--- config.mk ---
export PLATFORM = sky130hd
export DESIGN_NAME = rollback_arbiter
export DESIGN_NICKNAME = d
export VERILOG_FILES = /design/src/wb_pkg.sv /design/src/rollback_arbiter.sv
export VERILOG_INCLUDE_DIRS = /design/src
export SDC_FILE = /design/constraint.sdc
export NUM_CORES = 1
export LEC_CHECK = 0
export ABC_AREA = 0
export ABC_CLOCK_PERIOD_IN_PS = 1800
export BUFFER_PORTS_ARGS = -buffer_cell sky130_fd_sc_hd__buf_2
export CORE_AREA = 2 2 119 121
export DETAILED_ROUTE_END_ITERATION = 6
export DIE_AREA = 0 0 121 123
export SLEW_MARGIN = 10
export SYNTH_ARGS = -nofsm -noshare
export SYNTH_HDL_FRONTEND = slang
export SYNTH_SLANG_ARGS = --single-unit
--- constraint.sdc ---
create_clock -name vclk -period 1.8
set_input_delay 0.09 -clock vclk [all_inputs]
set_output_delay 0.09 -clock vclk [all_outputs]
set_load 0.05 [all_outputs]
--- src/wb_settings.svh ---
//##########################################################
// Shared size macros for the writeback stage
// Lane, thread and register counts, PC register index
//##########################################################

`ifndef WB_SETTINGS_SVH
`define WB_SETTINGS_SVH

// Lanes per vector, also words per cache line
`define VECTOR_LANES 4

`define NUM_THREADS 2

// Registers per file, scalar and vector alike
`define NUM_REGS 32

`define REG_PC 31

`endif

--- src/wb_pkg.sv ---
//##########################################################
// Writeback package
// Word, vector and index types, memory-op and pipeline enums
// Decoded instruction struct and the cache lane union
//##########################################################

`include "wb_settings.svh"

package wb_pkg;

	typedef logic [31:0] scalar_t;

	// Always read in whole lanes
	typedef scalar_t [`VECTOR_LANES-1:0] vector_t;

	typedef logic [$clog2(`NUM_THREADS)-1:0] thread_idx_t;
	typedef logic [4:0] register_idx_t;

	// Lane index of a gather, one lane per subcycle
	typedef logic [$clog2(`VECTOR_LANES)-1:0] subcycle_t;

	typedef enum logic [3:0]
	{
		MEM_B,
		MEM_BX,
		MEM_S,
		MEM_SX,
		MEM_L,
		MEM_SYNC,
		MEM_CONTROL_REG,
		MEM_BLOCK,
		MEM_GATHER
	} mem_op_t;

	typedef enum logic [1:0]
	{
		PIPE_SCYCLE_ARITH,
		PIPE_MCYCLE_ARITH,
		PIPE_MEM
	} pipeline_sel_t;

	typedef struct packed
	{
		logic has_dest;
		register_idx_t dest_reg;
		logic dest_is_vector;
		logic is_compare;
		logic is_call;
		logic is_load;
		mem_op_t mem_op;
		subcycle_t last_subcycle;
	} decoded_instruction_t;

	// One big-endian cache lane, byte 0 sits in bits 31:24
	typedef union packed
	{
		logic [3:0][7:0] bytes;
		logic [1:0][15:0] halves;
	} cache_lane_u;

endpackage

--- src/rollback_arbiter.sv ---
//##########################################################
// Rollback arbiter
// Same-cycle choice of the one rollback request
//##########################################################

`include "wb_settings.svh"

module rollback_arbiter(
	input logic sx_valid,
	input wb_pkg::decoded_instruction_t sx_instruction,
	input wb_pkg::vector_t sx_result,
	input wb_pkg::thread_idx_t sx_thread_idx,
	input logic sx_rollback_en,
	input wb_pkg::scalar_t sx_rollback_pc,
	input wb_pkg::subcycle_t sx_subcycle,
	input logic dd_valid,
	input wb_pkg::decoded_instruction_t dd_instruction,
	input wb_pkg::thread_idx_t dd_thread_idx,
	input wb_pkg::subcycle_t dd_subcycle,
	input logic dd_rollback_en,
	input wb_pkg::scalar_t dd_rollback_pc,
	input wb_pkg::scalar_t aligned_value,
	output logic rollback_en,
	output wb_pkg::thread_idx_t rollback_thread_idx,
	output wb_pkg::scalar_t rollback_pc,
	output wb_pkg::pipeline_sel_t rollback_pipeline,
	output wb_pkg::subcycle_t rollback_subcycle
);

	import wb_pkg::*;

	logic sx_writes_pc;
	logic dd_loads_pc;

	assign sx_writes_pc = sx_valid && sx_instruction.has_dest
		&& !sx_instruction.dest_is_vector && sx_instruction.dest_reg == `REG_PC;

	// A cache miss rolls back on its own and wins over the PC load
	assign dd_loads_pc = dd_valid && dd_instruction.is_load && dd_instruction.has_dest
		&& !dd_instruction.dest_is_vector && dd_instruction.dest_reg == `REG_PC
		&& !dd_rollback_en;

	// Unregistered, so the next instruction is squashed before the edge
	always_comb
	begin
		rollback_en = 1'b0;
		rollback_thread_idx = '0;
		rollback_pc = '0;
		rollback_pipeline = PIPE_SCYCLE_ARITH;
		rollback_subcycle = '0;

		if (sx_writes_pc)
		begin
			rollback_en = 1'b1;
			rollback_thread_idx = sx_thread_idx;
			rollback_pc = sx_result[0];
		end
		else if (dd_loads_pc)
		begin
			rollback_en = 1'b1;
			rollback_thread_idx = dd_thread_idx;
			rollback_pc = aligned_value;
			rollback_pipeline = PIPE_MEM;
		end
		else if (sx_valid)
		begin
			rollback_en = sx_rollback_en;
			rollback_thread_idx = sx_thread_idx;
			rollback_pc = sx_rollback_pc;
			rollback_subcycle = sx_subcycle;
		end
		else if (dd_valid)
		begin
			rollback_en = dd_rollback_en;
			rollback_thread_idx = dd_thread_idx;
			rollback_pc = dd_rollback_pc;
			rollback_pipeline = PIPE_MEM;
			rollback_subcycle = dd_subcycle;
		end
	end

endmodule

Yosys cells after proc, flatten, opt, wreduce, memory -nomap -nowiden. Cells that the tools add are included.

Bits in registers: 0. Bits in latches: 0. Bits in writable memories: 0. Bits in read-only memories: 0. Input port bits: 266. Output and inout bits: 38. Word-level logic and storage cells: 33. Memories: 0.

Add/subtract/negate cells: 0. $mul: 0. Divide/modulo/power cells: 0. $lt $le $gt $ge: 0. Eq/ne operators: 2. Shift operators: 0. Mux-type cells: 20. Bitwise logic cells: 0. Reduce and logical (&&, ||, !) cells: 11.

Operators with widths (number): two-way mux 32 bit (4); two-way mux 2 bit (8); == test 5 bit, second input constant (2); logical AND 1 bit (8); two-way mux 1 bit (8); logical NOT 1 bit (3).

Longest topological paths before layout.
Depth after elaboration: 7. Depth in mapped cells: 6. Mapped depth without buffers: 4.

Least setup slack after synthesis. OpenSTA, ideal clock, no wires.

Kind: input -> output. Start: input dd_instruction[9] (netlist bit). End: output rollback_pc[10]. Arrival time: 2.166 ns. Required time: 1.710 ns. Setup slack: -0.456 ns. Stages: 5. Buffers on the path: 1. Cells stage by stage: nand4b_2 > nor4b_4 > buf_4 > a221oi_1 > o31ai_1.

Cells in the longest elaborated chain, start to end: 6.

RTL lines: start, declared (line rollback_arbiter.sv:17) `input wb_pkg::decoded_instruction_t dd_instruction,`; logical NOT 1 bit (line rollback_arbiter.sv:40) `` && !dd_instruction.dest_is_vector && dd_instruction.dest_reg == `REG_PC ``; logical AND 1 bit (line rollback_arbiter.sv:40); logical AND 1 bit (no source line); logical AND 1 bit (line rollback_arbiter.sv:39) `assign dd_loads_pc = dd_valid && dd_instruction.is_load && dd_instruction.has_dest`; two-way mux 32 bit (line rollback_arbiter.sv:58) `else if (dd_loads_pc)`; two-way mux 32 bit (line rollback_arbiter.sv:52) `if (sx_writes_pc)`; end, declared (line rollback_arbiter.sv:25) `output wb_pkg::scalar_t rollback_pc,`.

No other way between the ends.

Worst setup path in the final report.
Start: input dd_instruction[9] (netlist bit). End: output rollback_thread_idx.

Cells in the longest elaborated chain, start to end: 6.

RTL lines: logical NOT 1 bit (line rollback_arbiter.sv:40); logical AND 1 bit (line rollback_arbiter.sv:40); logical AND 1 bit (no source line); logical AND 1 bit (line rollback_arbiter.sv:39); two-way mux 1 bit (line rollback_arbiter.sv:58); two-way mux 1 bit (line rollback_arbiter.sv:52); end, declared (line rollback_arbiter.sv:24) `output wb_pkg::thread_idx_t rollback_thread_idx,`.

No other way between the ends.

==> results.txt <==
- Final period utilization: 94.9%
* Post-synthesis to final-layout area growth: 162%
* Total of max-cap violations: 0
- The initial antenna violation count is 2.
- Area of the mapped netlist: 0.00103 mm²
* Share of cells above drive strength 1: 68.0%
* Internal power summed over all cells: 305 µW
- The worst hold path passes through 4 cells.
- Once the floorplan was initialized, standard cells occupied 7.55% of the core.
- Final hold analysis gives a worst-case slack of 511 ps.
* Count of unresolved DRC violations after routing: 0
* Global placer's final weighted congestion: 0.720
* Critical path class: in -> out
* Overall die width: 121 µm
- In this run the worst hold path is classified as in -> out.
- The die covers 0.0149 mm².
- The worst setup path is captured at an output pin.
- Power density over the cells: 265 mW/mm²
- Final max-slew violation count: 0
- The pre-antenna-repair detailed-routing pass consisted of 6 iterations.
- For hold timing, the worst endpoint is rollback_pc[29].
- Avg Cell Area, Syn: 5.90 µm²
* Pin count of the biggest net entering global routing: 42
- After layout, the clock buffer instance count stands at 0.
- Setup violations remaining at the end of the flow were counted as 0.
* Count of mapped cells out of synthesis: 174
* Worst hold path startpoint: sx_result[29]
* Die Y: 123 µm
- Post-route antenna net violation count: 0
- The first global-routing pass estimated 10,400 µm of wire.
- Of the total power, registers draw 0%.
- Summed over all layers, the routed wires come to 7570 µm.
- At the end of the flow the core is filled with cells to 19.8%.
- Synthesized Nets: 440
- Sw Share: 57.3%
- In this run, distinct cell masters in the synthesized netlist total 26.
* Number of I/O port buffers: 190
- Global routing finished with a remaining overflow of 0.
* Vias per cell: 4.06
- Summing internal, switching and leakage power gives 713 µW.
* Post-layout minimum cycle time: 1710 ps
- Final antenna diode count: 0
- Vias in the first global route: 2,058
* Power share of the combinational group: 100.0%
- Total area of multi-input combinational cells: 0.00117 mm²
* Number of failing hold endpoints at the final stage: 0
- For this block, the initial DRC count from the detailed router was 45.
- Summing over every cut layer, the via total after detailed routing is 2,203.
* Area of the placeable core: 0.0136 mm²
- In the final routed layout, each cell accounts on average for 13.9 µm.
- Unrepaired setup endpoints after global routing: false
- Of all nets on the critical path, the largest fanout is 8.
- For this run, the total global-route usage over all layers was measured as 8.87%.
- The net count of the finished layout is 631.
- The worst setup path is launched from a primary input.
- The floorplan has 43 rows.
- Counting the fill cells in the layout gives 1,561.
- Total number of sequential cells: 0
- The flow ran to the end, and the final reports show no timing, DRC or antenna violations.
- Summed over all nets, the switching power comes to 409 µW.
- After legalization and detailed placement, the total HPWL measured 6340 µm.
* Data required, critical path: 1710 ps
- Synthesis Warnings: 0
- Registers take 0 µm².
- The share of the Yosys chip area taken by registers is 0%.
* Static Leak: 0.00128 µW
- Based on the critical path, the design can be clocked at up to 585 MHz.
- For this design, the CTS-stage hold fixing added 0 buffers.
- In this run the count of I/O pins placed on the die edge is 304.
- Worst supply voltage drop on vdd: 0.000126 V
* Arrival time of data at the critical path endpoint: 1620 ps
- Clock share of power: 0%
worst max path at each step:
stage                                  from             endpoint  slack (ps)
final                     dd_instruction[9]  rollback_thread_idx          90
after global routing      dd_instruction[9]  rollback_thread_idx          30
after CTS                 dd_instruction[9]  rollback_thread_idx         -10
after floorplan           dd_instruction[9]      rollback_pc[10]         -30
after global placement    dd_instruction[9]       rollback_pc[1]         -30
after detailed placement  dd_instruction[9]      rollback_pc[19]         -20
through the flow:
stage	TNS, ps	instances	setup WS [ps]	area [µm²]
after global placement	-82.1	540	-31.6	2510
after global routing	0	543	28.0	2690
after detailed placement	-63.4	540	-18.3	2510
after CTS	-10.3	540	-10.3	2530
final	0	543	91.3	2690
after floorplan	-32.0	174	-32.0	1260
timing repair:
action	CTS	global route
pin swaps	0	2
setup buffers	0	3
gates resized for setup	5	61
setup endpoints to repair	6	20
endpoints found under the hold margin	0	0
power groups by stage:
| stage | logic [µW] | clock network, µW | registers [µW] |
|---|---|---|---|
| floorplan | 399 | 0 | 0 |
| global placement | 667 | 0 | 0 |
| detailed placement | 672 | 0 | 0 |
| CTS | 676 | 0 | 0 |
| global route | 754 | 0 | 0 |
| finish | 713 | 0 | 0 |
cells by family (layout without fill, tap and decap cells):
kind of cell	Yosys count	after routing	share of synthesized area (%)
buffers and inverters	24	213	11.7
other	1	1	0.365
AND/OR/NAND/NOR	64	64	29.2
AO/OA/AOI/OAI	85	85	58.7
placed cells by master (no fill, tap or decap), types with 2 or more instances in the layout:
cell                       instances
sky130_fd_sc_hd__buf_4            27
sky130_fd_sc_hd__buf_6            13
sky130_fd_sc_hd__o21ai_1          19
sky130_fd_sc_hd__o31ai_2           5
sky130_fd_sc_hd__o21ai_2           8
sky130_fd_sc_hd__nor2_1           16
sky130_fd_sc_hd__buf_12            4
sky130_fd_sc_hd__a221oi_1         32
sky130_fd_sc_hd__buf_2           162
sky130_fd_sc_hd__nand4_1           2
sky130_fd_sc_hd__nor3_2            2
sky130_fd_sc_hd__clkbuf_4          6
sky130_fd_sc_hd__o31ai_4          12
sky130_fd_sc_hd__o21ai_0           3
sky130_fd_sc_hd__nand2_1          36
sky130_fd_sc_hd__nor2_2            2
sky130_fd_sc_hd__a21o_1            2
worst max-delay path, cell delays in order:
cell	delay (ps)
sky130_fd_sc_hd__buf_2	100
sky130_fd_sc_hd__nand4b_4	160
sky130_fd_sc_hd__or4b_4	520
sky130_fd_sc_hd__buf_4	190
sky130_fd_sc_hd__a21o_1	170
sky130_fd_sc_hd__a22o_1	170
sky130_fd_sc_hd__buf_2	210
layer usage:
layer / routed length [µm] / global-route usage [%] / vias to the layer above
li1: - / - / 1067
met1: 2790 / 9.81 / 984
met2: 3900 / 17.7 / 138
met3: 754 / 1.80 / 10
met4: 95 / 1.16 / 4
met5: 30 / 0 / -
cell type report:
cell class	instances	area share (%)
Timing Repair Buffer	212	47.8
Tap cell	180	8.38
Inverter	1	0.140
Multi-Input combinational cell	150	43.7
cells in the mapped netlist:
| library cell | n | area share, % |
|---|---|---|
| sky130_fd_sc_hd__a22oi_1 | 1 | 0.73 |
| sky130_fd_sc_hd__a221oi_1 | 32 | 27 |
| sky130_fd_sc_hd__o2111ai_1 | 1 | 0.85 |
| sky130_fd_sc_hd__nor4b_4 | 1 | 2.3 |
| sky130_fd_sc_hd__nor2_1 | 18 | 6.6 |
| sky130_fd_sc_hd__or4_1 | 1 | 0.73 |
| sky130_fd_sc_hd__nor2b_1 | 1 | 0.61 |
| sky130_fd_sc_hd__nor3_1 | 2 | 0.97 |
| sky130_fd_sc_hd__conb_1 | 1 | 0.37 |
| sky130_fd_sc_hd__nor4_2 | 1 | 1.2 |
| sky130_fd_sc_hd__buf_1 | 2 | 0.73 |
| sky130_fd_sc_hd__a21oi_1 | 1 | 0.49 |
| sky130_fd_sc_hd__o21ai_0 | 6 | 2.9 |
| sky130_fd_sc_hd__a21o_1 | 2 | 1.5 |
| sky130_fd_sc_hd__nand4_1 | 2 | 1.2 |
| sky130_fd_sc_hd__a22o_1 | 1 | 0.85 |
| sky130_fd_sc_hd__or4b_1 | 1 | 0.97 |
| sky130_fd_sc_hd__o21ai_1 | 24 | 12 |
| sky130_fd_sc_hd__nand4b_2 | 1 | 1.5 |
| sky130_fd_sc_hd__buf_4 | 3 | 2.2 |
| sky130_fd_sc_hd__buf_2 | 3 | 1.5 |
| sky130_fd_sc_hd__buf_6 | 2 | 2.2 |
| sky130_fd_sc_hd__nand2_1 | 36 | 13 |
| sky130_fd_sc_hd__o31ai_1 | 17 | 12 |
| sky130_fd_sc_hd__inv_1 | 1 | 0.37 |
| sky130_fd_sc_hd__clkbuf_1 | 13 | 4.8 |
Power figures use the tool's default switching activity.
