<file path="config.mk">
export PLATFORM = sky130hd
export DESIGN_NAME = load_aligner
export DESIGN_NICKNAME = d
export VERILOG_FILES = /design/src/wb_pkg.sv /design/src/load_aligner.sv
export VERILOG_INCLUDE_DIRS = /design/src
export SDC_FILE = /design/constraint.sdc
export NUM_CORES = 1
export LEC_CHECK = 0
export BUFFER_PORTS_ARGS = -buffer_cell sky130_fd_sc_hd__buf_2
export CORE_AREA = 2 2 124 126
export DETAILED_ROUTE_END_ITERATION = 8
export DIE_AREA = 0 0 126 128
export MAX_ROUTING_LAYER = met4
export PLACE_DENSITY = 0.5
export SYNTH_ARGS = -nofsm -noshare
export SYNTH_HDL_FRONTEND = slang
export SYNTH_SLANG_ARGS = --single-unit
</file>
<file path="constraint.sdc">
create_clock -name vclk -period 3.84
set_clock_uncertainty 0.2 [all_clocks]
set_input_delay 0.768 -clock vclk [all_inputs]
set_output_delay 0.768 -clock vclk [all_outputs]
set_load 0.005 [all_outputs]
</file>
<file path="src/wb_settings.svh">
//##########################################################
// Shared size macros for the writeback stage
// Lane, thread and register counts, PC register index
//##########################################################

`ifndef WB_SETTINGS_SVH
`define WB_SETTINGS_SVH

// Lanes per vector, also words per cache line
`define VECTOR_LANES 4

`define NUM_THREADS 2

// Registers per file, scalar and vector alike
`define NUM_REGS 32

`define REG_PC 31

`endif

</file>
<file path="src/wb_pkg.sv">
//##########################################################
// Writeback package
// Word, vector and index types, memory-op and pipeline enums
// Decoded instruction struct and the cache lane union
//##########################################################

`include "wb_settings.svh"

package wb_pkg;

	typedef logic [31:0] scalar_t;

	// Always read in whole lanes
	typedef scalar_t [`VECTOR_LANES-1:0] vector_t;

	typedef logic [$clog2(`NUM_THREADS)-1:0] thread_idx_t;
	typedef logic [4:0] register_idx_t;

	// Lane index of a gather, one lane per subcycle
	typedef logic [$clog2(`VECTOR_LANES)-1:0] subcycle_t;

	typedef enum logic [3:0]
	{
		MEM_B,
		MEM_BX,
		MEM_S,
		MEM_SX,
		MEM_L,
		MEM_SYNC,
		MEM_CONTROL_REG,
		MEM_BLOCK,
		MEM_GATHER
	} mem_op_t;

	typedef enum logic [1:0]
	{
		PIPE_SCYCLE_ARITH,
		PIPE_MCYCLE_ARITH,
		PIPE_MEM
	} pipeline_sel_t;

	typedef struct packed
	{
		logic has_dest;
		register_idx_t dest_reg;
		logic dest_is_vector;
		logic is_compare;
		logic is_call;
		logic is_load;
		mem_op_t mem_op;
		subcycle_t last_subcycle;
	} decoded_instruction_t;

	// One big-endian cache lane, byte 0 sits in bits 31:24
	typedef union packed
	{
		logic [3:0][7:0] bytes;
		logic [1:0][15:0] halves;
	} cache_lane_u;

endpackage

</file>
<file path="src/load_aligner.sv">
//##########################################################
// Load aligner
// Lane select, scalar alignment with extension, line swap
//##########################################################

`include "wb_settings.svh"

module load_aligner(
	input wb_pkg::scalar_t dd_request_addr,
	input wb_pkg::vector_t dd_read_data,
	input wb_pkg::mem_op_t dd_mem_op,
	output wb_pkg::scalar_t aligned_value,
	output wb_pkg::vector_t swapped_line
);

	import wb_pkg::*;

	subcycle_t lane_offset;
	cache_lane_u lane;
	logic [7:0] byte_value;
	logic [15:0] half_value;

	// Line words are stored MSB first
	assign lane_offset = dd_request_addr[2 +: $bits(subcycle_t)];
	assign lane = dd_read_data[`VECTOR_LANES - 1 - lane_offset];

	// Lowest address is the most significant byte
	assign byte_value = lane.bytes[3 - dd_request_addr[1:0]];

	// Halfword comes out little-endian
	always_comb
	begin
		if (dd_request_addr[1])
			half_value = {lane.halves[0][7:0], lane.halves[0][15:8]};
		else
			half_value = {lane.halves[1][7:0], lane.halves[1][15:8]};
	end

	always_comb
	begin
		case (dd_mem_op)
			MEM_B:
				aligned_value = {24'b0, byte_value};
			MEM_BX:
				aligned_value = {{24{byte_value[7]}}, byte_value};
			MEM_S:
				aligned_value = {16'b0, half_value};
			MEM_SX:
				aligned_value = {{16{half_value[15]}}, half_value};
			// Whole word, also sync and gather lanes
			default:
				aligned_value = {<<8{lane.bytes}};
		endcase
	end

	// Block loads see every word byte-reversed
	for (genvar w = 0; w < `VECTOR_LANES; w++)
	begin : g_swap
		assign swapped_line[w] = {<<8{dd_read_data[w]}};
	end

endmodule

</file>
# Word level (Yosys, flattened, before mapping)
# Cells that the tools add are included.
[op_classes]
add_sub_neg = 2
n_lt_le_gt_ge = 2
n_eq_ne = 3
muxes = 6
reduce_logical = 1
[op_table]
columns = ["op", "n"]
rows = [
  ["$pmux 32 s4", 1],
  ["$bmux 32 s2", 1],
  ["$lt 32x3->1 const B", 2],
  ["$mux 32", 1],
  ["$bmux 8 s2", 1],
  ["$mux 16", 1],
  ["$eq 4x2->1 const B", 2],
  ["$mux 8", 1],
  ["$sub 2x2->3 const A", 2],
  ["$eq 4x1->1 const B", 1],
  ["$logic_not 4->1", 1],
]
[totals]
reg_bits = 0
input_bits = 164
output_inout_bits = 160
wordCells = 14

# Logic depth before layout (Yosys ltp)
# Gate-level depths: netlist of the first run.
[depth]
depth_word = 6
depth_mapped = 9
ltp_nobuf = 5

# Worst setup path before layout of the first run
# No wires, ideal clock.
[synth_path]
path_type = "in2out"
startpoint = "in dd_request_addr[2]"
endpoint = "out aligned_value[15]"
t_arrival_ps = 2142
required_ps = 2872
slack_ps = 730
path_stages = 8
path_buffers = 3
path_cell_list = "buf_4 -> buf_12 -> mux2i_1 -> a221o_1 -> a311oi_2 -> o211ai_1 -> buf_2 -> nand2_1"
[synth_via]
elab_chain_cells = 6
word_cells_on_any_way = 7
cone_classes = "add/sub: 1; mux: 6"
[synth_rtl]
columns = ["item", "line_no", "text"]
rows = [
  ["start: declaration", "load_aligner.sv:9", "input wb_pkg::scalar_t dd_request_addr,"],
  ["$sub 2x2->3 (no line) *", "--", ""],
  ["$bmux 32 s2 *", "load_aligner.sv:25", "assign lane = dd_read_data[`VECTOR_LANES - 1 - lane_offset];"],
  ["$mux 32 *", "load_aligner.sv:25", ""],
  ["$bmux 8 s2", "load_aligner.sv:28", "assign byte_value = lane.bytes[3 - dd_request_addr[1:0]];"],
  ["$mux 8 (not written as such)", "load_aligner.sv:28", ""],
  ["$pmux 32 s4 *", "load_aligner.sv:41", "case (dd_mem_op)"],
  ["end: declaration", "load_aligner.sv:12", "output wb_pkg::scalar_t aligned_value,"],
]
# Mark *: on every way between the ends. The rest lies on a longest branch, timed or not. The select of a mux whose other input is x is not followed.

# Worst setup path in the final report of the first run
[layout_path]
startpoint = "in dd_request_addr[2]"
endpoint = "out aligned_value[22]"
# Same word-level chain as after synthesis.

==> summary.md, run 1 <==
| Metric | Value |
|---|---|
| Largest net degree at the start of global routing | `30` |
| Critical path launch point type | `primary input` |
| Pwr/cell area | `between 100 and 150 nW/µm²` |
| Slew Limit Fails | `0` |
| PortBufs | `roughly 300` |
| Post-CTS setup buffers | `0` |
| RSZ-0062 raised after global routing | `no` |
| Wire per inst | `approximately 17 µm` |
| Initial antenna violation count | `0` |
| Vias in the first global route | `2753` |
| Antenna-violating nets left | `0` |
| Synth cell types | `34` |
| Die Span Y | `between 100 and 150 µm` |
| Hpwl dp | `10400 µm` |
| Syn_nets | `517` |
| Leak | `0.00189 µW` |
| Final worst path period need | `3.62 ns` |
| Area Growth Syn to Fin | `26.0%` |
| Sw power | `about 230 µW` |
| Hold-fix buffers, CTS | `0` |
| Seq pwr share | `0` |
| Share of cells above drive strength 1 | `0.671` |
| Nets@finish | `around 670` |
| CP Max Fanout | `12` |
| Sw Share | `0.507` |
| WP data arrival | `about 2.7 ns` |
| ANT cells | `0` |
| Clock buffers | `0` |
| WL final | `11900 µm` |
| Reg area | `0 µm²` |
| Die ar. | `16100 µm²` |
| Total GRT Usage | `0.136` |
| CP Capture Type | `output port` |
| Die Span X | `126 µm` |
| Seq_cells | `0` |
| Via count | `about 3000` |
| Core ar. | `14900 µm²` |
| Max Cap Viol | `0` |
| Post-Syn Area | `between 2000 and 3000 µm²` |
| Sequential-to-total area share from yosys stat | `0` |
| VDD IR-drop max | `~0.032 mV` |
| Total chip power | `463 µW` |
| CP required | `2.87 ns` |
| Internal | `228 µW` |
| Slew of the pin with the lowest slew margin | `0.635 ns` |
| Final setup violation count | `0` |
| Syn avg cell area | `7.70 µm²` |
| Outcome | `completed` |
| Critical path class | `in -> out` |
| Hold Crit Class | `in -> out` |
| Global placer's final weighted congestion | `0.744` |
| Num rows | `45` |
| Initial core utilization | `0.183` |
| Gate Count Post-Synth | `around 350` |
| Post-cts sizing count | `0` |
| I/O Pins | `between 300 and 400` |
| Clk pwr share | `0` |
| Comb power frac | `1.000` |
| Final global-route overflow total | `0` |
| Slew margin rel. | `0.576` |
| Global-route wire length before repair | `16500 µm` |
| Synth warn | `0` |
| Period utilization | `0.943` |
| Drt drc | `0` |
| DRT Pass-1 Iters | `4` |
| Total Neg Setup Slack | `0 ns` |
| # fillers | `between 1500 and 2000` |
| Hold Violations, Final | `0` |
| Routed vias/inst | `4.32` |
| Maximum clock rate | `276 MHz` |
| Initial DRC count | `64` |
[metrics by stage]
step / cell area, µm² / worst slack [ns] / utilization / hold slack (ns) / std cells
global route: 3430 / 0.0129 / 0.231 / 1.52 / 696
detailed placement: 3430 / 0.167 / 0.231 / 1.51 / 696
finish: 3430 / 0.219 / 0.231 / 1.51 / 696
floorplan: 2720 / 0.730 / - / 1.42 / 353
CTS: 3430 / 0.164 / 0.231 / 1.51 / 696
global placement: 3430 / 0.199 / 0.231 / 1.52 / 696
[worst max-delay path, cell delays in order]
cell	delay (ns)
buf_4	0.18
mux2i_1	0.40
o2bb2ai_1	0.15
o2111a_1	0.48
nor2_1	0.39
a21oi_1	0.13
buf_2	0.14
[final timing paths]
path	startpoint	endpoint	slack [ns]	cells after the start
max	dd_request_addr[2]	aligned_value[22]	0.22	7
min	dd_read_data[79]	swapped_line[87]	1.51	2
[logic make-up after synthesis]
| group | Yosys count | synth area share |
|---|---|---|
| buf+inv | 153 | 0.410 |
| simple gates | 71 | 0.119 |
| compound gates | 71 | 0.188 |
| mux | 58 | 0.283 |
[synth_stat cells]
cell | number | area [µm²]
o221ai_1 | 1 | 8.76
o2111a_1 | 1 | 11.3
a22oi_1 | 4 | 30.0
nor2b_1 | 6 | 37.5
a21o_1 | 1 | 7.51
nor4_1 | 1 | 6.26
buf_6 | 4 | 45.0
nor2_1 | 23 | 86.3
o211ai_1 | 1 | 7.51
or2_2 | 2 | 12.5
clkbuf_1 | 14 | 52.6
a311oi_2 | 1 | 15.0
buf_2 | 4 | 20.0
a21oi_1 | 23 | 115
mux2_2 | 11 | 124
nor3_1 | 1 | 5.00
mux4_2 | 14 | 315
nand2b_1 | 11 | 68.8
nand2_1 | 24 | 90.1
a211oi_1 | 3 | 22.5
a22o_1 | 6 | 52.6
nand3_1 | 1 | 5.00
a22oi_2 | 4 | 50.1
o22ai_1 | 7 | 43.8
and3_1 | 1 | 6.26
o2bb2ai_1 | 3 | 26.3
a221o_1 | 1 | 10.0
mux2i_1 | 33 | 330
buf_4 | 130 | 976
a31oi_1 | 8 | 50.1
a221oi_1 | 6 | 52.6
and2_1 | 1 | 6.26
o21ai_2 | 1 | 8.76
buf_12 | 1 | 20.0
[cell type report]
| type | instances | area [µm²] | share of cell area |
|---|---|---|---|
| Multi-Input combinational cell | 200 | 1610 | 0.468 |
| Tap cell | 188 | 235 | 0.0686 |
| Timing Repair Buffer | 308 | 1590 | 0.463 |
[power by group through the flow]
stage	clock [µW]	sequential, µW	combinational, µW
detailed placement	0	0	475
CTS	0	0	476
global placement	0	0	474
floorplan	0	0	307
global route	0	0	511
finish	0	0	463
[cell usage in the layout (no fill, tap or decap), types with 6 or more instances in the layout]
cell	netlist	layout
nand2b_1	11	11
a221oi_1	6	6
buf_2	4	295
a21oi_1	23	23
o22ai_1	7	7
a31oi_1	8	8
mux2i_1	33	33
nor2b_1	6	6
buf_4	130	12
mux4_2	14	14
mux2_2	11	11
nand2_1	24	24
a22o_1	6	6
nor2_1	23	23
[layer usage]
layer,vias up,global-route usage,part of all wire
met5,-,-,0
met4,0,0,0
met3,0,0.0113,0.072
met2,175,0.258,0.52
met1,1379,0.168,0.40
li1,1451,-,-
No activity file was read; power rests on OpenSTA's default activity.
==> inputs of run 2 (changes only) <==
clock period = 4.45 ns   (was 3.84 ns; I/O delays follow)
==> summary.md, run 2 (same netlist as run 1, synthesis figures left out) <==
| Metric | Value |
|---|---|
| Final setup violation count | `0 (unchanged)` |
| VDD IR-drop max | `0.0319 mV (-0.81%)` |
| Hold Crit Class | `in -> out` |
| WP buf/inv | `2 (unchanged)` |
| Slew Limit Fails | `0 (unchanged)` |
| Via count | `2952 (-1.8%)` |
| Final worst path period need | `3.89 ns` |
| Clock buffers | `0 (unchanged)` |
| Post-cts sizing count | `0 (unchanged)` |
| Leak | `0.00187 µW (-1.0%)` |
| Min-delay src | `dd_read_data[71]` |
| CP Capture Type | `output port` |
| Max Cap Viol | `0 (unchanged)` |
| Die Span Y | `128 µm (unchanged)` |
| Num rows | `45 (unchanged)` |
| Total chip power | `396 µW (-15%)` |
| Drt drc | `0 (unchanged)` |
| Pwr/cell area | `116 nW/µm² (-14%)` |
| Initial antenna violation count | `0 (unchanged)` |
| Largest net degree at the start of global routing | `30 (unchanged)` |
| Reg area | `0 µm² (unchanged)` |
| Vias in the first global route | `2747 (-0.22%)` |
| Hold-fix buffers, CTS | `0 (unchanged)` |
| Nets@finish | `670 (-0.59%)` |
| Routed vias/inst | `4.27 (-1.2%)` |
| Hold Violations, Final | `0 (unchanged)` |
| Hold worst-path end | `swapped_line[95]` |
| Leading cell type in the layout, fill and taps excluded | `buf_2` |
| Share of cells above drive strength 1 | `0.669 (-0.00261)` |
| Total GRT Usage | `0.136 (+0.000144)` |
| Die ar. | `16100 µm² (unchanged)` |
| Max stage delay on crit path | `0.65 ns (+0.17 ns)` |
| Area Growth Syn to Fin | `24.9%` |
| Slew of the pin with the lowest slew margin | `0.795 ns (+0.160 ns)` |
| Total Neg Setup Slack | `0 ns (unchanged)` |
| CP Max Fanout | `12 (unchanged)` |
| WP data arrival | `2.80 ns (+0.15 ns)` |
| PortBufs | `296 (unchanged)` |
| Max stage delay cell, worst path | `o21ai_2` |
| WL final | `11900 µm (-0.29%)` |
| I/O Pins | `324 (unchanged)` |
| Commonest non-fill, non-tap cells in the layout | `295 x buf_2, 33 x mux2i_1, 24 x nand2_1, 23 x nor2_1, 23 x a21oi_1` |
| CP Cell Sequence | `buf_4, mux2_2, o221ai_1, nor3_1, o21ai_2, a22oi_1, buf_2` |
| CP delay by family, top | `compound AO/OA/AOI/OAI gates` |
| Wire per inst | `17.2 µm (+0.29%)` |
| ANT cells | `0 (unchanged)` |
| Critical path launch point type | `primary input` |
| Hold Crit Depth | `2 (unchanged)` |
| Seq_cells | `0 (unchanged)` |
| Die Span X | `126 µm (unchanged)` |
| Hpwl dp | `10400 µm (-0.33%)` |
| Critical path class | `in -> out` |
| DRT Pass-1 Iters | `4 (unchanged)` |
| RSZ-0062 raised after global routing | `no` |
| Post-CTS setup buffers | `0 (unchanged)` |
| Slew margin rel. | `0.470 (-0.106)` |
| Maximum clock rate | `257 MHz` |
| Initial DRC count | `75 (+17%)` |
| Global placer's final weighted congestion | `0.728 (-2.1%)` |
| Final global-route overflow total | `0 (unchanged)` |
| Outcome | `completed` |
| Period utilization | `0.873` |
| Antenna-violating nets left | `0 (unchanged)` |
| Global-route wire length before repair | `16700 µm (+1.3%)` |
| CP required | `3.36 ns (+0.49 ns)` |
| Initial core utilization | `0.183 (unchanged)` |
| Core ar. | `14900 µm² (unchanged)` |
[run 2: changes by cell type in the layout (fill, tap and decap cells not counted)]
cell / delta
buf_4: -4
[run 2: power breakdown]
group	leakage [µW]	switching, µW	internal, µW
registers	0	0	0
logic	0.00187	202	194
clock network	0	0	0
[run 2: layer usage]
layer,vias to the layer above,GRT usage,part of all wire
met5,-,-,0
met4,0,0,0
met3,0,0.0121,0.066
met2,164,0.256,0.51
met1,1349,0.170,0.42
li1,1439,-,-
[run 2: cell type report]
| cell class | count | area (µm²) |
|---|---|---|
| tap | 188 | 235 |
| timing repair buffer | 304 | 1560 |
| fill | 1724 | 11500 |
| multi-input combinational | 200 | 1610 |
[run 2: per-stage QoR]
step | area, µm² | setup slack (ns) | instances | utilization | hold slack (ns)
finish | 3400 | 0.563 | 692 | 0.229 | 1.76
global route | 3400 | 0.374 | 692 | 0.229 | 1.76
CTS | 3400 | 0.533 | 692 | 0.229 | 1.76
detailed placement | 3400 | 0.518 | 692 | 0.229 | 1.76
global placement | 3400 | 0.521 | 692 | 0.229 | 1.76
floorplan | 2720 | 1.10 | 353 | - | 1.66
[run 2: worst max path at each step]
stage	from	end	slack (ns)	depth (start not counted)
3_3_place_gp	dd_request_addr[2]	aligned_value[23]	0.52	7
2_1_floorplan	dd_request_addr[2]	aligned_value[15]	1.10	8
3_5_place_dp	dd_request_addr[2]	aligned_value[22]	0.52	7
5_1_grt	dd_request_addr[2]	aligned_value[21]	0.37	7
6_report	dd_request_addr[2]	aligned_value[13]	0.56	7
4_1_cts	dd_request_addr[2]	aligned_value[23]	0.53	7
==> inputs of run 3 (changes only) <==
==> constraint.sdc (replaced) <==
create_clock -name vclk -period 4.45
set_clock_uncertainty 0.2 [all_clocks]
set_input_delay 0.445 -clock vclk [all_inputs]
set_output_delay 0.445 -clock vclk [all_outputs]
set_load 0.005 [all_outputs]
==> summary.md, run 3 (same netlist as run 1, synthesis figures left out) <==
| Metric | Value |
|---|---|
| Hold Violations, Final | `0 (unchanged)` |
| WL final | `12000 µm (+1.4%)` |
| Post-cts sizing count | `0 (unchanged)` |
| Final global-route overflow total | `0 (unchanged)` |
| DRT Pass-1 Iters | `4 (unchanged)` |
| Area Growth Syn to Fin | `23.7%` |
| Hpwl dp | `10400 µm (+0.24%)` |
| Final worst path period need | `3.39 ns (-0.498 ns)` |
| Total GRT Usage | `0.138 (+0.00192)` |
| Die Span X | `126 µm (unchanged)` |
| Drt drc | `0 (unchanged)` |
| Global-route wire length before repair | `16800 µm (+0.91%)` |
| Max stage delay on crit path | `0.65 ns (about the same)` |
| Outcome | `completed` |
| Largest net degree at the start of global routing | `38 (+27%)` |
| Initial antenna violation count | `0 (unchanged)` |
| Dpl cell area | `3360 µm² (-1.0%)` |
| Fin cells | `689 (-0.43%)` |
| Pwr/cell area | `117 nW/µm² (+0.52%)` |
| Reg area | `0 µm² (unchanged)` |
| Nets@finish | `667 (-0.45%)` |
| Share of cells above drive strength 1 | `0.667 (-0.00198)` |
| Slew margin rel. | `0.485 (+0.0154)` |
| Placed cell count | `689 (-0.43%)` |
| Most common cell on crit path | `buf_2` |
| Leak | `0.00185 µW (-1.1%)` |
| Seq_cells | `0 (unchanged)` |
| Vias in the first global route | `2808 (+2.2%)` |
| Via count | `2958 (+0.20%)` |
| Commonest non-fill, non-tap cells in the layout | `295 x buf_2, 33 x mux2i_1, 24 x nand2_1, 23 x nor2_1, 23 x a21oi_1` |
| Die ar. | `16100 µm² (unchanged)` |
| Max stage delay cell, worst path | `o21ai_2` |
| Hold-fix buffers, CTS | `0 (unchanged)` |
| Total Neg Setup Slack | `0 ns (unchanged)` |
| CP Capture Type | `output port` |
| Critical path class | `in -> out` |
| Period utilization | `0.762 (-0.112)` |
| Leading cell type in the layout, fill and taps excluded | `buf_2` |
| Initial DRC count | `76 (+1.3%)` |
| ANT cells | `0 (unchanged)` |
| Cell area after layout | `3360 µm² (-1.0%)` |
| CP required | `3.81 ns (+0.45 ns)` |
| Core ar. | `14900 µm² (unchanged)` |
| Die Span Y | `128 µm (unchanged)` |
| Critical path launch point type | `primary input` |
| Antenna-violating nets left | `0 (unchanged)` |
| CP Max Fanout | `37 (+25)` |
| Wire per inst | `17.5 µm (+1.8%)` |
| Clock buffers | `0 (unchanged)` |
| I/O Pins | `324 (unchanged)` |
| Slew Limit Fails | `0 (unchanged)` |
| RSZ-0062 raised after global routing | `no` |
| VDD IR-drop max | `0.0292 mV (-8.4%)` |
| Global placer's final weighted congestion | `0.736 (+1.1%)` |
| Maximum clock rate | `295 MHz (+15%)` |
| Final setup violation count | `0 (unchanged)` |
| Slew of the pin with the lowest slew margin | `0.772 ns (-0.0232 ns)` |
| Routed vias/inst | `4.29 (+0.64%)` |
| Max Cap Viol | `0 (unchanged)` |
| Num rows | `45 (unchanged)` |
| PortBufs | `296 (unchanged)` |
| Hold Crit Class | `in -> out` |
| WP data arrival | `2.74 ns (-0.06 ns)` |
| # fillers | `1723 (-0.058%)` |
| CP Cell Sequence | `buf_2, buf_4, nor2b_1, a221o_1, a311oi_2, o21ai_2, a22oi_1, buf_2` |
| Initial core utilization | `0.183 (unchanged)` |
| Post-CTS setup buffers | `0 (unchanged)` |
[run 3: changes by cell type in the layout (fill, tap and decap cells not counted)]
cell	previous run	this run
buf_12	1	0
buf_4	8	6
[run 3: power by group]
part	internal, µW	switching, µW
registers	0	0
logic	191	203
clock network	0	0
[run 3: worst max-delay path: cells and delay by family]
| family | cells | cell delay, ns |
|---|---|---|
| and+or+nand+nor | 1 | 0.21 |
| buffers and inverters | 3 | 0.97 |
| AOI/OAI and AO/OA | 4 | 1.09 |
[run 3: per-layer routing]
metal | wire length [µm] | GRT usage
met3 | 814 | 0.0146
met2 | 6210 | 0.260
met5 | 0 | -
met4 | 0 | 0
met1 | 5010 | 0.170
[run 3: worst paths after layout]
path / endpoint / depth (start not counted) / slack (ns) / from
min: swapped_line[51] / 2 / 0.87 / dd_read_data[43]
max: aligned_value[13] / 8 / 1.06 / dd_request_addr[3]
[run 3: through the flow]
stage	utilization	worst slack, ns	hold WS (ns)	power (µW)
2_1_floorplan	-	1.99	0.771	265
3_3_place_gp	0.226	1.02	0.870	403
3_5_place_dp	0.226	1.01	0.868	403
4_1_cts	0.226	1.00	0.869	404
5_1_grt	0.226	0.814	0.875	435
6_report	0.226	1.06	0.868	394
[run 3: final cells by class]
type,count,area [µm²],area share
Timing Repair Buffer,301,1520,0.453
Multi-Input combinational cell,200,1610,0.477
Tap cell,188,235,0.0700
