<file path="src/wb_settings.svh">
//##########################################################
// Shared size macros for the writeback stage
// Lane, thread and register counts, PC register index
//##########################################################

`ifndef WB_SETTINGS_SVH
`define WB_SETTINGS_SVH

// Lanes per vector, also words per cache line
`define VECTOR_LANES 4

`define NUM_THREADS 2

// Registers per file, scalar and vector alike
`define NUM_REGS 32

`define REG_PC 31

`endif

</file>
<file path="src/wb_pkg.sv">
//##########################################################
// Writeback package
// Word, vector and index types, memory-op and pipeline enums
// Decoded instruction struct and the cache lane union
//##########################################################

`include "wb_settings.svh"

package wb_pkg;

	typedef logic [31:0] scalar_t;

	// Always read in whole lanes
	typedef scalar_t [`VECTOR_LANES-1:0] vector_t;

	typedef logic [$clog2(`NUM_THREADS)-1:0] thread_idx_t;
	typedef logic [4:0] register_idx_t;

	// Lane index of a gather, one lane per subcycle
	typedef logic [$clog2(`VECTOR_LANES)-1:0] subcycle_t;

	typedef enum logic [3:0]
	{
		MEM_B,
		MEM_BX,
		MEM_S,
		MEM_SX,
		MEM_L,
		MEM_SYNC,
		MEM_CONTROL_REG,
		MEM_BLOCK,
		MEM_GATHER
	} mem_op_t;

	typedef enum logic [1:0]
	{
		PIPE_SCYCLE_ARITH,
		PIPE_MCYCLE_ARITH,
		PIPE_MEM
	} pipeline_sel_t;

	typedef struct packed
	{
		logic has_dest;
		register_idx_t dest_reg;
		logic dest_is_vector;
		logic is_compare;
		logic is_call;
		logic is_load;
		mem_op_t mem_op;
		subcycle_t last_subcycle;
	} decoded_instruction_t;

	// One big-endian cache lane, byte 0 sits in bits 31:24
	typedef union packed
	{
		logic [3:0][7:0] bytes;
		logic [1:0][15:0] halves;
	} cache_lane_u;

endpackage

</file>
<file path="src/writeback_if.sv">
//##########################################################
// Registered writeback bundle into the register file
//##########################################################

`include "wb_settings.svh"

interface writeback_if;

	logic en;
	wb_pkg::thread_idx_t thread_idx;
	logic is_vector;
	wb_pkg::vector_t value;
	logic [`VECTOR_LANES-1:0] mask;
	wb_pkg::register_idx_t reg_idx;
	logic is_last_subcycle;

	modport source(output en, thread_idx, is_vector, value, mask, reg_idx,
		is_last_subcycle);

	// The register file ignores subcycle boundaries
	modport sink(input en, thread_idx, is_vector, value, mask, reg_idx);

endinterface

</file>
<file path="src/writeback_stage.sv">
//##########################################################
// Writeback stage
// Picks the valid result and registers value, mask, enable
//##########################################################

`include "wb_settings.svh"

module writeback_stage(
	input logic clk,
	input logic reset,
	input logic mx_valid,
	input wb_pkg::decoded_instruction_t mx_instruction,
	input wb_pkg::vector_t mx_result,
	input logic [`VECTOR_LANES-1:0] mx_mask,
	input wb_pkg::thread_idx_t mx_thread_idx,
	input wb_pkg::subcycle_t mx_subcycle,
	input logic sx_valid,
	input wb_pkg::decoded_instruction_t sx_instruction,
	input wb_pkg::vector_t sx_result,
	input logic [`VECTOR_LANES-1:0] sx_mask,
	input wb_pkg::thread_idx_t sx_thread_idx,
	input wb_pkg::subcycle_t sx_subcycle,
	input logic dd_valid,
	input wb_pkg::decoded_instruction_t dd_instruction,
	input logic [`VECTOR_LANES-1:0] dd_mask,
	input wb_pkg::thread_idx_t dd_thread_idx,
	input wb_pkg::subcycle_t dd_subcycle,
	input logic dd_sync_store_success,
	input wb_pkg::scalar_t cr_read_value,
	input wb_pkg::scalar_t aligned_value,
	input wb_pkg::vector_t swapped_line,
	input logic rollback_en,
	writeback_if.source wb
);

	import wb_pkg::*;

	localparam logic [`VECTOR_LANES-1:0] FULL_MASK = '1;

	decoded_instruction_t instr;
	thread_idx_t sel_thread;
	subcycle_t sel_subcycle;
	vector_t next_value;
	logic [`VECTOR_LANES-1:0] next_mask;
	logic next_en;

	// Bit 0 of every lane packed into lane 0
	function automatic vector_t compare_mask(vector_t result);
		logic [`VECTOR_LANES-1:0] bits;
		vector_t packed_mask;
		for (int i = 0; i < `VECTOR_LANES; i++)
			bits[i] = result[i][0];
		packed_mask = '0;
		packed_mask[0] = scalar_t'(bits);
		return packed_mask;
	endfunction

	always_comb
	begin
		instr = '0;
		sel_thread = '0;
		sel_subcycle = '0;
		next_value = '0;
		next_mask = '0;

		// Producers keep the valids one-hot
		if (mx_valid)
		begin
			instr = mx_instruction;
			sel_thread = mx_thread_idx;
			sel_subcycle = mx_subcycle;
			next_value = mx_instruction.is_compare ? compare_mask(mx_result) : mx_result;
			next_mask = mx_mask;
		end
		else if (sx_valid)
		begin
			instr = sx_instruction;
			sel_thread = sx_thread_idx;
			sel_subcycle = sx_subcycle;
			next_value = sx_instruction.is_compare ? compare_mask(sx_result) : sx_result;
			next_mask = sx_mask;
		end
		else if (dd_valid)
		begin
			instr = dd_instruction;
			sel_thread = dd_thread_idx;
			sel_subcycle = dd_subcycle;
			if (dd_instruction.is_load)
			begin
				case (dd_instruction.mem_op)
					MEM_B, MEM_BX, MEM_S, MEM_SX, MEM_L, MEM_SYNC:
					begin
						next_value = {`VECTOR_LANES{aligned_value}};
						next_mask = FULL_MASK;
					end
					MEM_CONTROL_REG:
					begin
						next_value = {`VECTOR_LANES{cr_read_value}};
						next_mask = FULL_MASK;
					end
					MEM_BLOCK:
					begin
						next_value = swapped_line;
						next_mask = dd_mask;
					end
					// Subcycle names the lane, lane 0 is the top mask bit
					MEM_GATHER:
					begin
						next_value = {`VECTOR_LANES{aligned_value}};
						next_mask = dd_mask & (FULL_MASK >> (`VECTOR_LANES - 1)
							<< (`VECTOR_LANES - 1 - dd_subcycle));
					end
					default:
						next_mask = '0;
				endcase
			end
			else if (dd_instruction.mem_op == MEM_SYNC)
			begin
				// Sync store reports whether it succeeded
				next_value[0] = scalar_t'(dd_sync_store_success);
				next_mask = FULL_MASK;
			end
		end
	end

	// A call keeps its link register write despite the rollback
	assign next_en = (mx_valid || sx_valid || dd_valid) && instr.has_dest
		&& (instr.is_call || !rollback_en);

	always_ff @(posedge clk, posedge reset)
	begin
		if (reset)
			wb.en <= 1'b0;
		else
			wb.en <= next_en;
	end

	always_ff @(posedge clk)
	begin
		wb.thread_idx <= sel_thread;
		wb.is_vector <= instr.dest_is_vector;
		wb.value <= next_value;
		wb.mask <= next_mask;
		wb.reg_idx <= instr.dest_reg;
		wb.is_last_subcycle <= sel_subcycle == instr.last_subcycle;
	end

endmodule

</file>
<file path="src/flat_wrapper.sv">
// flat-port wrapper written by rule: the top's interface ports become plain ports
module writeback_stage_flat import wb_pkg::*;
  (clk, reset, mx_valid, mx_instruction, mx_result, mx_mask, mx_thread_idx, mx_subcycle, sx_valid, sx_instruction, sx_result, sx_mask, sx_thread_idx, sx_subcycle, dd_valid, dd_instruction, dd_mask, dd_thread_idx, dd_subcycle, dd_sync_store_success, cr_read_value, aligned_value, swapped_line, rollback_en, wb_en, wb_thread_idx, wb_is_vector, wb_value, wb_mask, wb_reg_idx, wb_is_last_subcycle);
  writeback_if wb_i ();
  input logic clk;
  input logic reset;
  input logic mx_valid;
  input wb_pkg::decoded_instruction_t mx_instruction;
  input wb_pkg::vector_t mx_result;
  input logic [`VECTOR_LANES-1:0] mx_mask;
  input wb_pkg::thread_idx_t mx_thread_idx;
  input wb_pkg::subcycle_t mx_subcycle;
  input logic sx_valid;
  input wb_pkg::decoded_instruction_t sx_instruction;
  input wb_pkg::vector_t sx_result;
  input logic [`VECTOR_LANES-1:0] sx_mask;
  input wb_pkg::thread_idx_t sx_thread_idx;
  input wb_pkg::subcycle_t sx_subcycle;
  input logic dd_valid;
  input wb_pkg::decoded_instruction_t dd_instruction;
  input logic [`VECTOR_LANES-1:0] dd_mask;
  input wb_pkg::thread_idx_t dd_thread_idx;
  input wb_pkg::subcycle_t dd_subcycle;
  input logic dd_sync_store_success;
  input wb_pkg::scalar_t cr_read_value;
  input wb_pkg::scalar_t aligned_value;
  input wb_pkg::vector_t swapped_line;
  input logic rollback_en;
  output wire logic [$bits(wb_i.en)-1:0] wb_en;
  output wire logic [$bits(wb_i.thread_idx)-1:0] wb_thread_idx;
  output wire logic [$bits(wb_i.is_vector)-1:0] wb_is_vector;
  output wire logic [$bits(wb_i.value)-1:0] wb_value;
  output wire logic [$bits(wb_i.mask)-1:0] wb_mask;
  output wire logic [$bits(wb_i.reg_idx)-1:0] wb_reg_idx;
  output wire logic [$bits(wb_i.is_last_subcycle)-1:0] wb_is_last_subcycle;
  assign wb_en = wb_i.en;
  assign wb_thread_idx = wb_i.thread_idx;
  assign wb_is_vector = wb_i.is_vector;
  assign wb_value = wb_i.value;
  assign wb_mask = wb_i.mask;
  assign wb_reg_idx = wb_i.reg_idx;
  assign wb_is_last_subcycle = wb_i.is_last_subcycle;
  writeback_stage u_core (.clk(clk), .reset(reset), .mx_valid(mx_valid), .mx_instruction(mx_instruction), .mx_result(mx_result), .mx_mask(mx_mask), .mx_thread_idx(mx_thread_idx), .mx_subcycle(mx_subcycle), .sx_valid(sx_valid), .sx_instruction(sx_instruction), .sx_result(sx_result), .sx_mask(sx_mask), .sx_thread_idx(sx_thread_idx), .sx_subcycle(sx_subcycle), .dd_valid(dd_valid), .dd_instruction(dd_instruction), .dd_mask(dd_mask), .dd_thread_idx(dd_thread_idx), .dd_subcycle(dd_subcycle), .dd_sync_store_success(dd_sync_store_success), .cr_read_value(cr_read_value), .aligned_value(aligned_value), .swapped_line(swapped_line), .rollback_en(rollback_en), .wb(wb_i));
endmodule
</file>
<file path="config.mk">
export PLATFORM = sky130hd
export DESIGN_NAME = writeback_stage_flat
export DESIGN_NICKNAME = d
export VERILOG_FILES = /design/src/wb_pkg.sv /design/src/writeback_if.sv /design/src/writeback_stage.sv /design/src/flat_wrapper.sv
export VERILOG_INCLUDE_DIRS = /design/src
export SDC_FILE = /design/constraint.sdc
export NUM_CORES = 1
export LEC_CHECK = 0
export BUFFER_PORTS_ARGS = -buffer_cell sky130_fd_sc_hd__buf_2
export CORE_AREA = 2 2 261 263
export DETAILED_ROUTE_END_ITERATION = 12
export DIE_AREA = 0 0 263 265
export HOLD_SLACK_MARGIN = 0.06
export PLACE_DENSITY_LB_ADDON = 0.15
export SETUP_SLACK_MARGIN = 0.15
export SLEW_MARGIN = 20
export SYNTH_ARGS = -nofsm -noshare
export SYNTH_HDL_FRONTEND = slang
export SYNTH_SLANG_ARGS = --single-unit
</file>
<file path="constraint.sdc">
create_clock -name clk -period 0.8 [get_ports clk]
set_input_delay 0.04 -clock clk [delete_from_list [all_inputs] [get_ports clk]]
set_output_delay 0.04 -clock clk [all_outputs]
set_load 0.03 [all_outputs]
</file>
# After elaboration in Yosys (flattened, before gate mapping)
# Index checks and enable logic that the tools add are counted.
[word_totals] wordCells=55 register_bits=141
[classes] reduce_logical=9 add_sub_neg=1 muxes=24 shift=1 n_eq_ne=9 n_bitwise=1
[op_table] operator="two-way mux 128 bit" count=5
[op_table] operator="case mux 128 bit (3 select lines)" count=1
[op_table] operator="two-way mux 96 bit" count=1
[op_table] operator="two-way mux 16 bit" count=3
[op_table] operator="two-way mux 32 bit" count=1
[op_table] operator="left shift 1 x 32 -> 4 bit (first input constant)" count=1
[op_table] operator="two-way mux 4 bit" count=5
[op_table] operator="== test 4 x 3 -> 1 bit (second input constant)" count=4
[op_table] operator="OR reduction 7 bit" count=2
[op_table] operator="case mux 4 bit (3 select lines)" count=1
[op_table] operator="== test 4 x 2 -> 1 bit (second input constant)" count=2
[op_table] operator="two-way mux 2 bit" count=3
[op_table] operator="AND 4 bit" count=1
[op_table] operator="== test 4 x 1 -> 1 bit (second input constant)" count=1
[op_table] operator="== test 4 bit (second input constant)" count=1
[op_table] operator="zero test 4 bit" count=1
[op_table] operator="two-way mux 1 bit" count=4
[op_table] operator="logical OR 1 bit" count=3
[op_table] operator="subtractor 2 x 2 -> 3 bit (first input constant)" count=1
[op_table] operator="== test 2 bit" count=1
[op_table] operator="logical AND 1 bit" count=2
[op_table] operator="zero test 1 bit" count=1

# Longest topological paths before layout
# Gate-level depths: netlist (run 1).
[logic_depth] word_depth=8 ltp_mapped=8

# Worst setup path before layout (run 1)
# No wires, ideal clock.
[synth_path] path_kind="input port to flip-flop" start="input dd_instruction[2] (netlist bit)" end="register u_core.wb.value[100]" path_buffers=4 cell_stages=8 required_time_ps=676 setup_time_ps=124 arrival_time_ps=1289 path_slack_ps=-613 path_cell_list="and4b_1 buf_6 and3_1 clkbuf_1 buf_6 buf_6 a222oi_1 nand2b_1"
[synth_lines] element="start, declared" line="flat_wrapper.sv:20" text="input wb_pkg::decoded_instruction_t dd_instruction;"
[synth_lines] element="end signal, assigned" line="writeback_stage.sv:142" text="wb.value <= next_value;"
[synth_lines] element="end, declared" line="writeback_if.sv:17" text="modport source(output en, thread_idx, is_vector, value, mask, reg_idx,"

==> results of run 1 <==
[power by group through the flow]
stage                     logic, mW  registers, mW  clock network [mW]
after global routing           6.86           7.94                9.54
after floorplan                1.14           8.84                   0
final                          6.47           7.89                8.88
after detailed placement       5.01           7.83                   0
after global placement         5.01           7.84                   0
after CTS                      6.14           7.89                9.33
[registers in the layout, summed over array words and instances, names as in the netlist]
| register | flops |
|---|---|
| u_core.wb.thread_idx | 1 |
| u_core.wb.mask | 4 |
| u_core.wb.is_vector | 1 |
| u_core.wb.value | 128 |
| u_core.wb.en | 1 |
| u_core.wb.is_last_subcycle | 1 |
| u_core.wb.reg_idx | 5 |
[through the flow]
step                      instance area (sq um)  cells  worst slack [ns]  hold slack (ns)
final                                     15900   2420            -0.367           -0.213
after floorplan                            6680    668            -0.576           -0.231
after detailed placement                  11700   2251             -1.21           -0.126
after global routing                      15900   2418            -0.406           -0.221
after global placement                    11700   2251             -1.46           -0.125
after CTS                                 15000   2390            -0.363           -0.246
[kinds of logic (layout without fill, tap and decap cells)]
| logic type | Yosys count | in the layout | synth area share [%] |
|---|---|---|---|
| compound gates | 246 | 246 | 31.6 |
| simple gates | 195 | 195 | 17.4 |
| flops | 141 | 141 | 43.5 |
| buf+inv | 74 | 947 | 5.63 |
| xor+xnor | 6 | 6 | 0.809 |
| mux | 6 | 6 | 1.04 |
| other cells | 0 | 6 | 0 |
[final timing paths]
path	from	endpoint	slack, ns	cells after the start
setup / recovery	dd_instruction[3]	u_core.wb.value[39]$_DFF_P_	-0.37	7
hold / removal	sx_result[102]	u_core.wb.value[102]$_DFF_P_	-0.21	3
min in group asynchronous	reset	u_core.wb.en$_DFF_PP0_	0.49	4
max in group asynchronous	reset	u_core.wb.en$_DFF_PP0_	0.22	4
[synth_stat cells, types with 6 or more instances]
cell type	instances	area share (%)
nand2b_1	112	11
dfxtp_1	140	43
a21oi_1	31	2.4
buf_2	10	0.77
nand2_1	31	1.8
clkbuf_1	49	2.8
o21ai_0	21	1.6
a22oi_1	10	1.2
a221o_1	15	2.3
nand3_1	30	2.3
a31oi_1	17	1.6
a32oi_1	28	3.8
buf_6	10	1.7
mux2_2	6	1.0
a222oi_1	112	17
[area by class of cell]
class | instances | area share (%)
Inverter | 4 | 0.0943
Clock buffer | 18 | 2.70
Sequential cell | 141 | 18.9
Timing Repair Buffer | 911 | 44.5
Tap cell | 873 | 6.86
Antenna cell | 6 | 0.0943
Multi-Input combinational cell | 453 | 25.6
Clock inverter | 14 | 1.21
[repair_timing]
| action | CTS | global route |
|---|---|---|
| hold buffers | 80 | 2 |
| pin swaps | 77 | 54 |
| resized for setup | 524 | 96 |
| setup endpoints to repair | 273 | 277 |
| setup buffers | 20 | 14 |
| cloned | 7 | 9 |
| endpoints found under the hold margin | 142 | 134 |
[routing by layer]
layer	track usage (%)	up-vias	wire [microns]
met4	4.86	10	1170
met2	24.7	477	27000
met5	0	-	66
li1	-	4458	-
met1	15.0	4572	20700
met3	4.24	54	3930
[critical path, delay by kind of cell]
| family | cells | cell delay (ns) |
|---|---|---|
| AND/OR/NAND/NOR | 3 | 0.52 |
| AO/OA/AOI/OAI | 1 | 0.50 |
| buffers and inverters | 3 | 0.44 |
==> results_dict.tcl, run 1 <==
set metrics [dict create \
    drive_gt1_share_pct 71.6 \
    max_cap_viol_count 0 \
    multiInputGateArea_sq_um 4080 \
    clkPwrFrac_pct 38.2 \
    grt_pass1_vias 9964 \
    synth_top_flop_cell "dfxtp_1" \
    place.gp.congestion 0.847 \
    final_cell_mix "buf_2, buf_6, dfxtp_2, a222oi_1, nand2b_1" \
    core-area_sq_um 66800 \
    numCtsBuffers 17 \
    synthArstFlopShare_pct 0.709 \
    max_freq_mhz 857 \
    die_h_microns 265 \
    clk_pin_slew_ns 0.07 \
    drt_iter0_markers 788 \
    ant_nets 0 \
    crit_path_top_delay_cell "a222oi_1" \
    slew_headroom_pct 66.7 \
    timing.final.hold_violations 121 \
    swShare_pct 30.5 \
    seqCellArea_sq_um 3010 \
    startpoint_type "input port" \
    grtUsageTotal_pct 13.7 \
    status "finished, violations left" \
    area_growth_syn_to_layout_pct 145 \
    cp.arrival_ns 1.53 \
    cts_tree "yes" \
    io_buffers 653 \
    grt_remaining_overflow 0 \
    violations "hold timing, setup timing" \
    ys_types 37 \
    drtPass1Iterations 9 \
    synth-edff-count 0 \
    grt_start_max_net_pins 63 \
    syn_area_per_cell_sq_um 9.72 \
    cp_slowest_stage_delay_ns 0.50 \
    clockBufferDepth 2 \
    layout_commonest_cell "buf_2" \
    rsz0062_at_grt "yes" \
    p_seq_share_pct 34.0 \
    p_leak_nw 7.13 \
    combPwrFrac_pct 27.8 \
    path_class "input port to flop" \
    min_period_over_period_pct 146 \
    htree_num_levels 4 \
    power_mw 23.2 \
    fin_setup_tns_ns -59.48 \
    post-route-min-period_ns 1.17 \
    end_kind "flop" \
    path_cells "buf_8 -> and4b_1 -> and3_4 -> buf_6 -> buf_16 -> a222oi_1 -> nand2b_1" \
    hold_path_class "input port to flop" \
    start_util_pct 9.72 \
    netlist_instances 668 \
    viasPerCell 3.95 \
    io_pins 665 \
    drc 0 \
    yosysWarnings 0 \
    hpwl_microns 37600 \
    routed_wl_microns 52800 \
    cts-root-buf "clkbuf_16" \
    n_fill_cell 7374 \
    intPower_mw 16.1 \
    die_w_microns 263 \
    fp-row-count 95 \
    grt_pass1_wl_microns 68100 \
    fin_ws_ns -0.367 \
    nets 2052 \
    syn-num-nets 1192 \
    finalCoreUtilization_pct 23.8 \
    synthesis.area_sq_um 6490 \
    final-setup-viol-count 273 \
    cts_sinks 141 \
    ys_ff_latch 141 \
    ir_drop_mv 1.44 \
    yosysSeqAreaShare_pct 43.5 \
    cp_data_required_time_ns 1.16 \
    p_switching_mw 7.10 \
    die_area_sq_um 69700 \
    powerDensity_nw_per_um2 1460 \
    worst_slew_pin_slew_ns 0.500 \
    antenna_found_initial 14 \
    holdWs_ns -0.213 \
    via_count 9571 \
    post_drt_wl_per_cell_microns 21.8 \
    worstPathMaxFanout 11 \
    drv_slew 0 \
]
Note: power is estimated with default switching activity, not from simulation.
==> inputs of run 2 (changes only) <==
CORE_AREA = 2 2 258 260   (was 2 2 261 263)
DIE_AREA = 0 0 260 262   (was 0 0 263 265)
==> results_dict.tcl, run 2 (same netlist as run 1, synthesis figures left out) <==
set metrics [dict create \
    status "finished, violations left" \
    violations "hold timing, setup timing" \
    grt_start_max_net_pins 52 \
    cp.arrival_ns 1.72 \
    p_leak_nw 7.29 \
    start_util_pct 9.95 \
    via_count 9700 \
    drive_gt1_share_pct 72.4 \
    grt_pass1_wl_microns 65500 \
    cts_tree "yes" \
    cp_slowest_stage_delay_ns 0.58 \
    drv_slew 0 \
    die_area_sq_um 68100 \
    io_buffers 653 \
    clockBufferDepth 2 \
    viasPerCell 4.01 \
    worstPathMaxFanout 5 \
    htree_num_levels 4 \
    nets 2059 \
    drt_iter0_markers 743 \
    layout_commonest_cell "buf_2" \
    reg_top3 "u_core.wb.value x128, u_core.wb.reg_idx x5, u_core.wb.mask x4" \
    die_w_microns 260 \
    cts_hold_buf 100 \
    min_period_over_period_pct 168 \
    max_freq_mhz 743 \
    final-setup-viol-count 272 \
    worst_slew_pin_slew_ns 0.802 \
    path_cells "buf_6 -> and4b_1 -> and3_4 -> buf_12 -> buf_16 -> a222oi_1 -> buf_4 -> nand2b_1" \
    grtUsageTotal_pct 13.8 \
    crit_path_top_delay_cell "a222oi_1" \
    timing.final.hold_violations 116 \
    powerDensity_nw_per_um2 1420 \
    max_cap_viol_count 0 \
    core-area_sq_um 65300 \
    slew_headroom_pct 46.5 \
    io_pins 665 \
    antenna_found_initial 12 \
    regMostFlops "u_core.wb.value" \
    grt_pass1_vias 9421 \
    place.gp.congestion 0.785 \
    final_cell_mix "buf_2, buf_6, dfxtp_2, a222oi_1, dlygate4sd3_1" \
    hold_path_class "input port to flop" \
    drc 0 \
    post_drt_wl_per_cell_microns 21.6 \
    cp_data_required_time_ns 1.17 \
    rsz0062_at_grt "yes" \
    numCtsBuffers 17 \
    place_inst 2223 \
    die_h_microns 262 \
    ir_drop_mv 1.37 \
    cts-root-buf "clkbuf_16" \
    path_buf_inv 4 \
    fin_ws_ns -0.546 \
    fin_cells 2418 \
    clk_pin_slew_ns 0.07 \
    largest_reg_flops 128 \
    hpwl_microns 37000 \
    place_ws_ns -1.24 \
    startpoint_type "input port" \
    cts_sinks 141 \
    drtPass1Iterations 7 \
    post-route-min-period_ns 1.35 \
    area_growth_syn_to_layout_pct 154 \
    fin_setup_tns_ns -71.92 \
    grt_remaining_overflow 0 \
    path_class "input port to flop" \
    end_kind "flop" \
    ant_nets 0 \
    crit_family "buffers and inverters" \
    routed_wl_microns 52200 \
    fp-row-count 94 \
    holdWs_ns -0.202 \
]
[run 2: changes by cell type in the layout (fill, tap and decap cells not counted), sizes merged]
cell / previous run / this run
buf: 824 / 806
clkbuf: 24 / 27
bufbuf: 0 / 5
clkinv: 5 / 3
dlymetal6s4s: 2 / 3
dlygate4sd3: 79 / 97
inv: 6 / 7
bufinv: 4 / 3
[run 2: per-layer routing]
metal / wire (microns) / global-route usage, %
met1: 20700 / 15.6
met2: 26500 / 24.7
met3: 3950 / 3.98
met4: 1010 / 4.29
met5: 62 / 0
[run 2: worst paths after layout]
check	endpoint	depth (start not counted)	slack [ns]	from
min	u_core.wb.value[87]$_DFF_P_	3	-0.20	sx_result[87]
max	u_core.wb.value[27]$_DFF_P_	8	-0.55	dd_instruction[4]
max in group asynchronous	u_core.wb.en$_DFF_PP0_	4	0.21	reset
min in group asynchronous	u_core.wb.en$_DFF_PP0_	4	0.49	reset
[run 2: layout make-up]
cell class,count,area (sq um)
clock buffer,20,447
multi-input combinational,453,4370
inverter,4,15.0
clock inverter,12,161
sequential,141,3010
tap,864,1080
fill,7098,48800
timing repair buffer,918,7360
antenna,6,15.0
[run 2: repair_timing]
action	4_1_cts	5_1_grt
setup buffers	16	21
pin swaps	73	62
gates resized for setup	511	137
endpoints found under the setup margin	273	275
endpoints found under the hold margin	142	128
cloned	12	9
[run 2: power breakdown]
| group | total (mW) | switching [mW] | internal, mW |
|---|---|---|---|
| Clock | 8.70 | 3.68 | 5.01 |
| Sequential | 7.88 | 0.261 | 7.62 |
| Combinational | 6.79 | 3.29 | 3.50 |
[run 2: metrics by stage]
stage / hold WS (ns) / area (sq um) / total power, mW / utilization, %
floorplan: -0.231 / 6680 / 9.97 / -
global placement: -0.121 / 11600 / 12.8 / 17.8
detailed placement: -0.115 / 11600 / 12.8 / 17.8
CTS: -0.249 / 15300 / 23.4 / 23.4
global route: -0.234 / 16500 / 24.5 / 25.2
finish: -0.202 / 16500 / 23.4 / 25.2
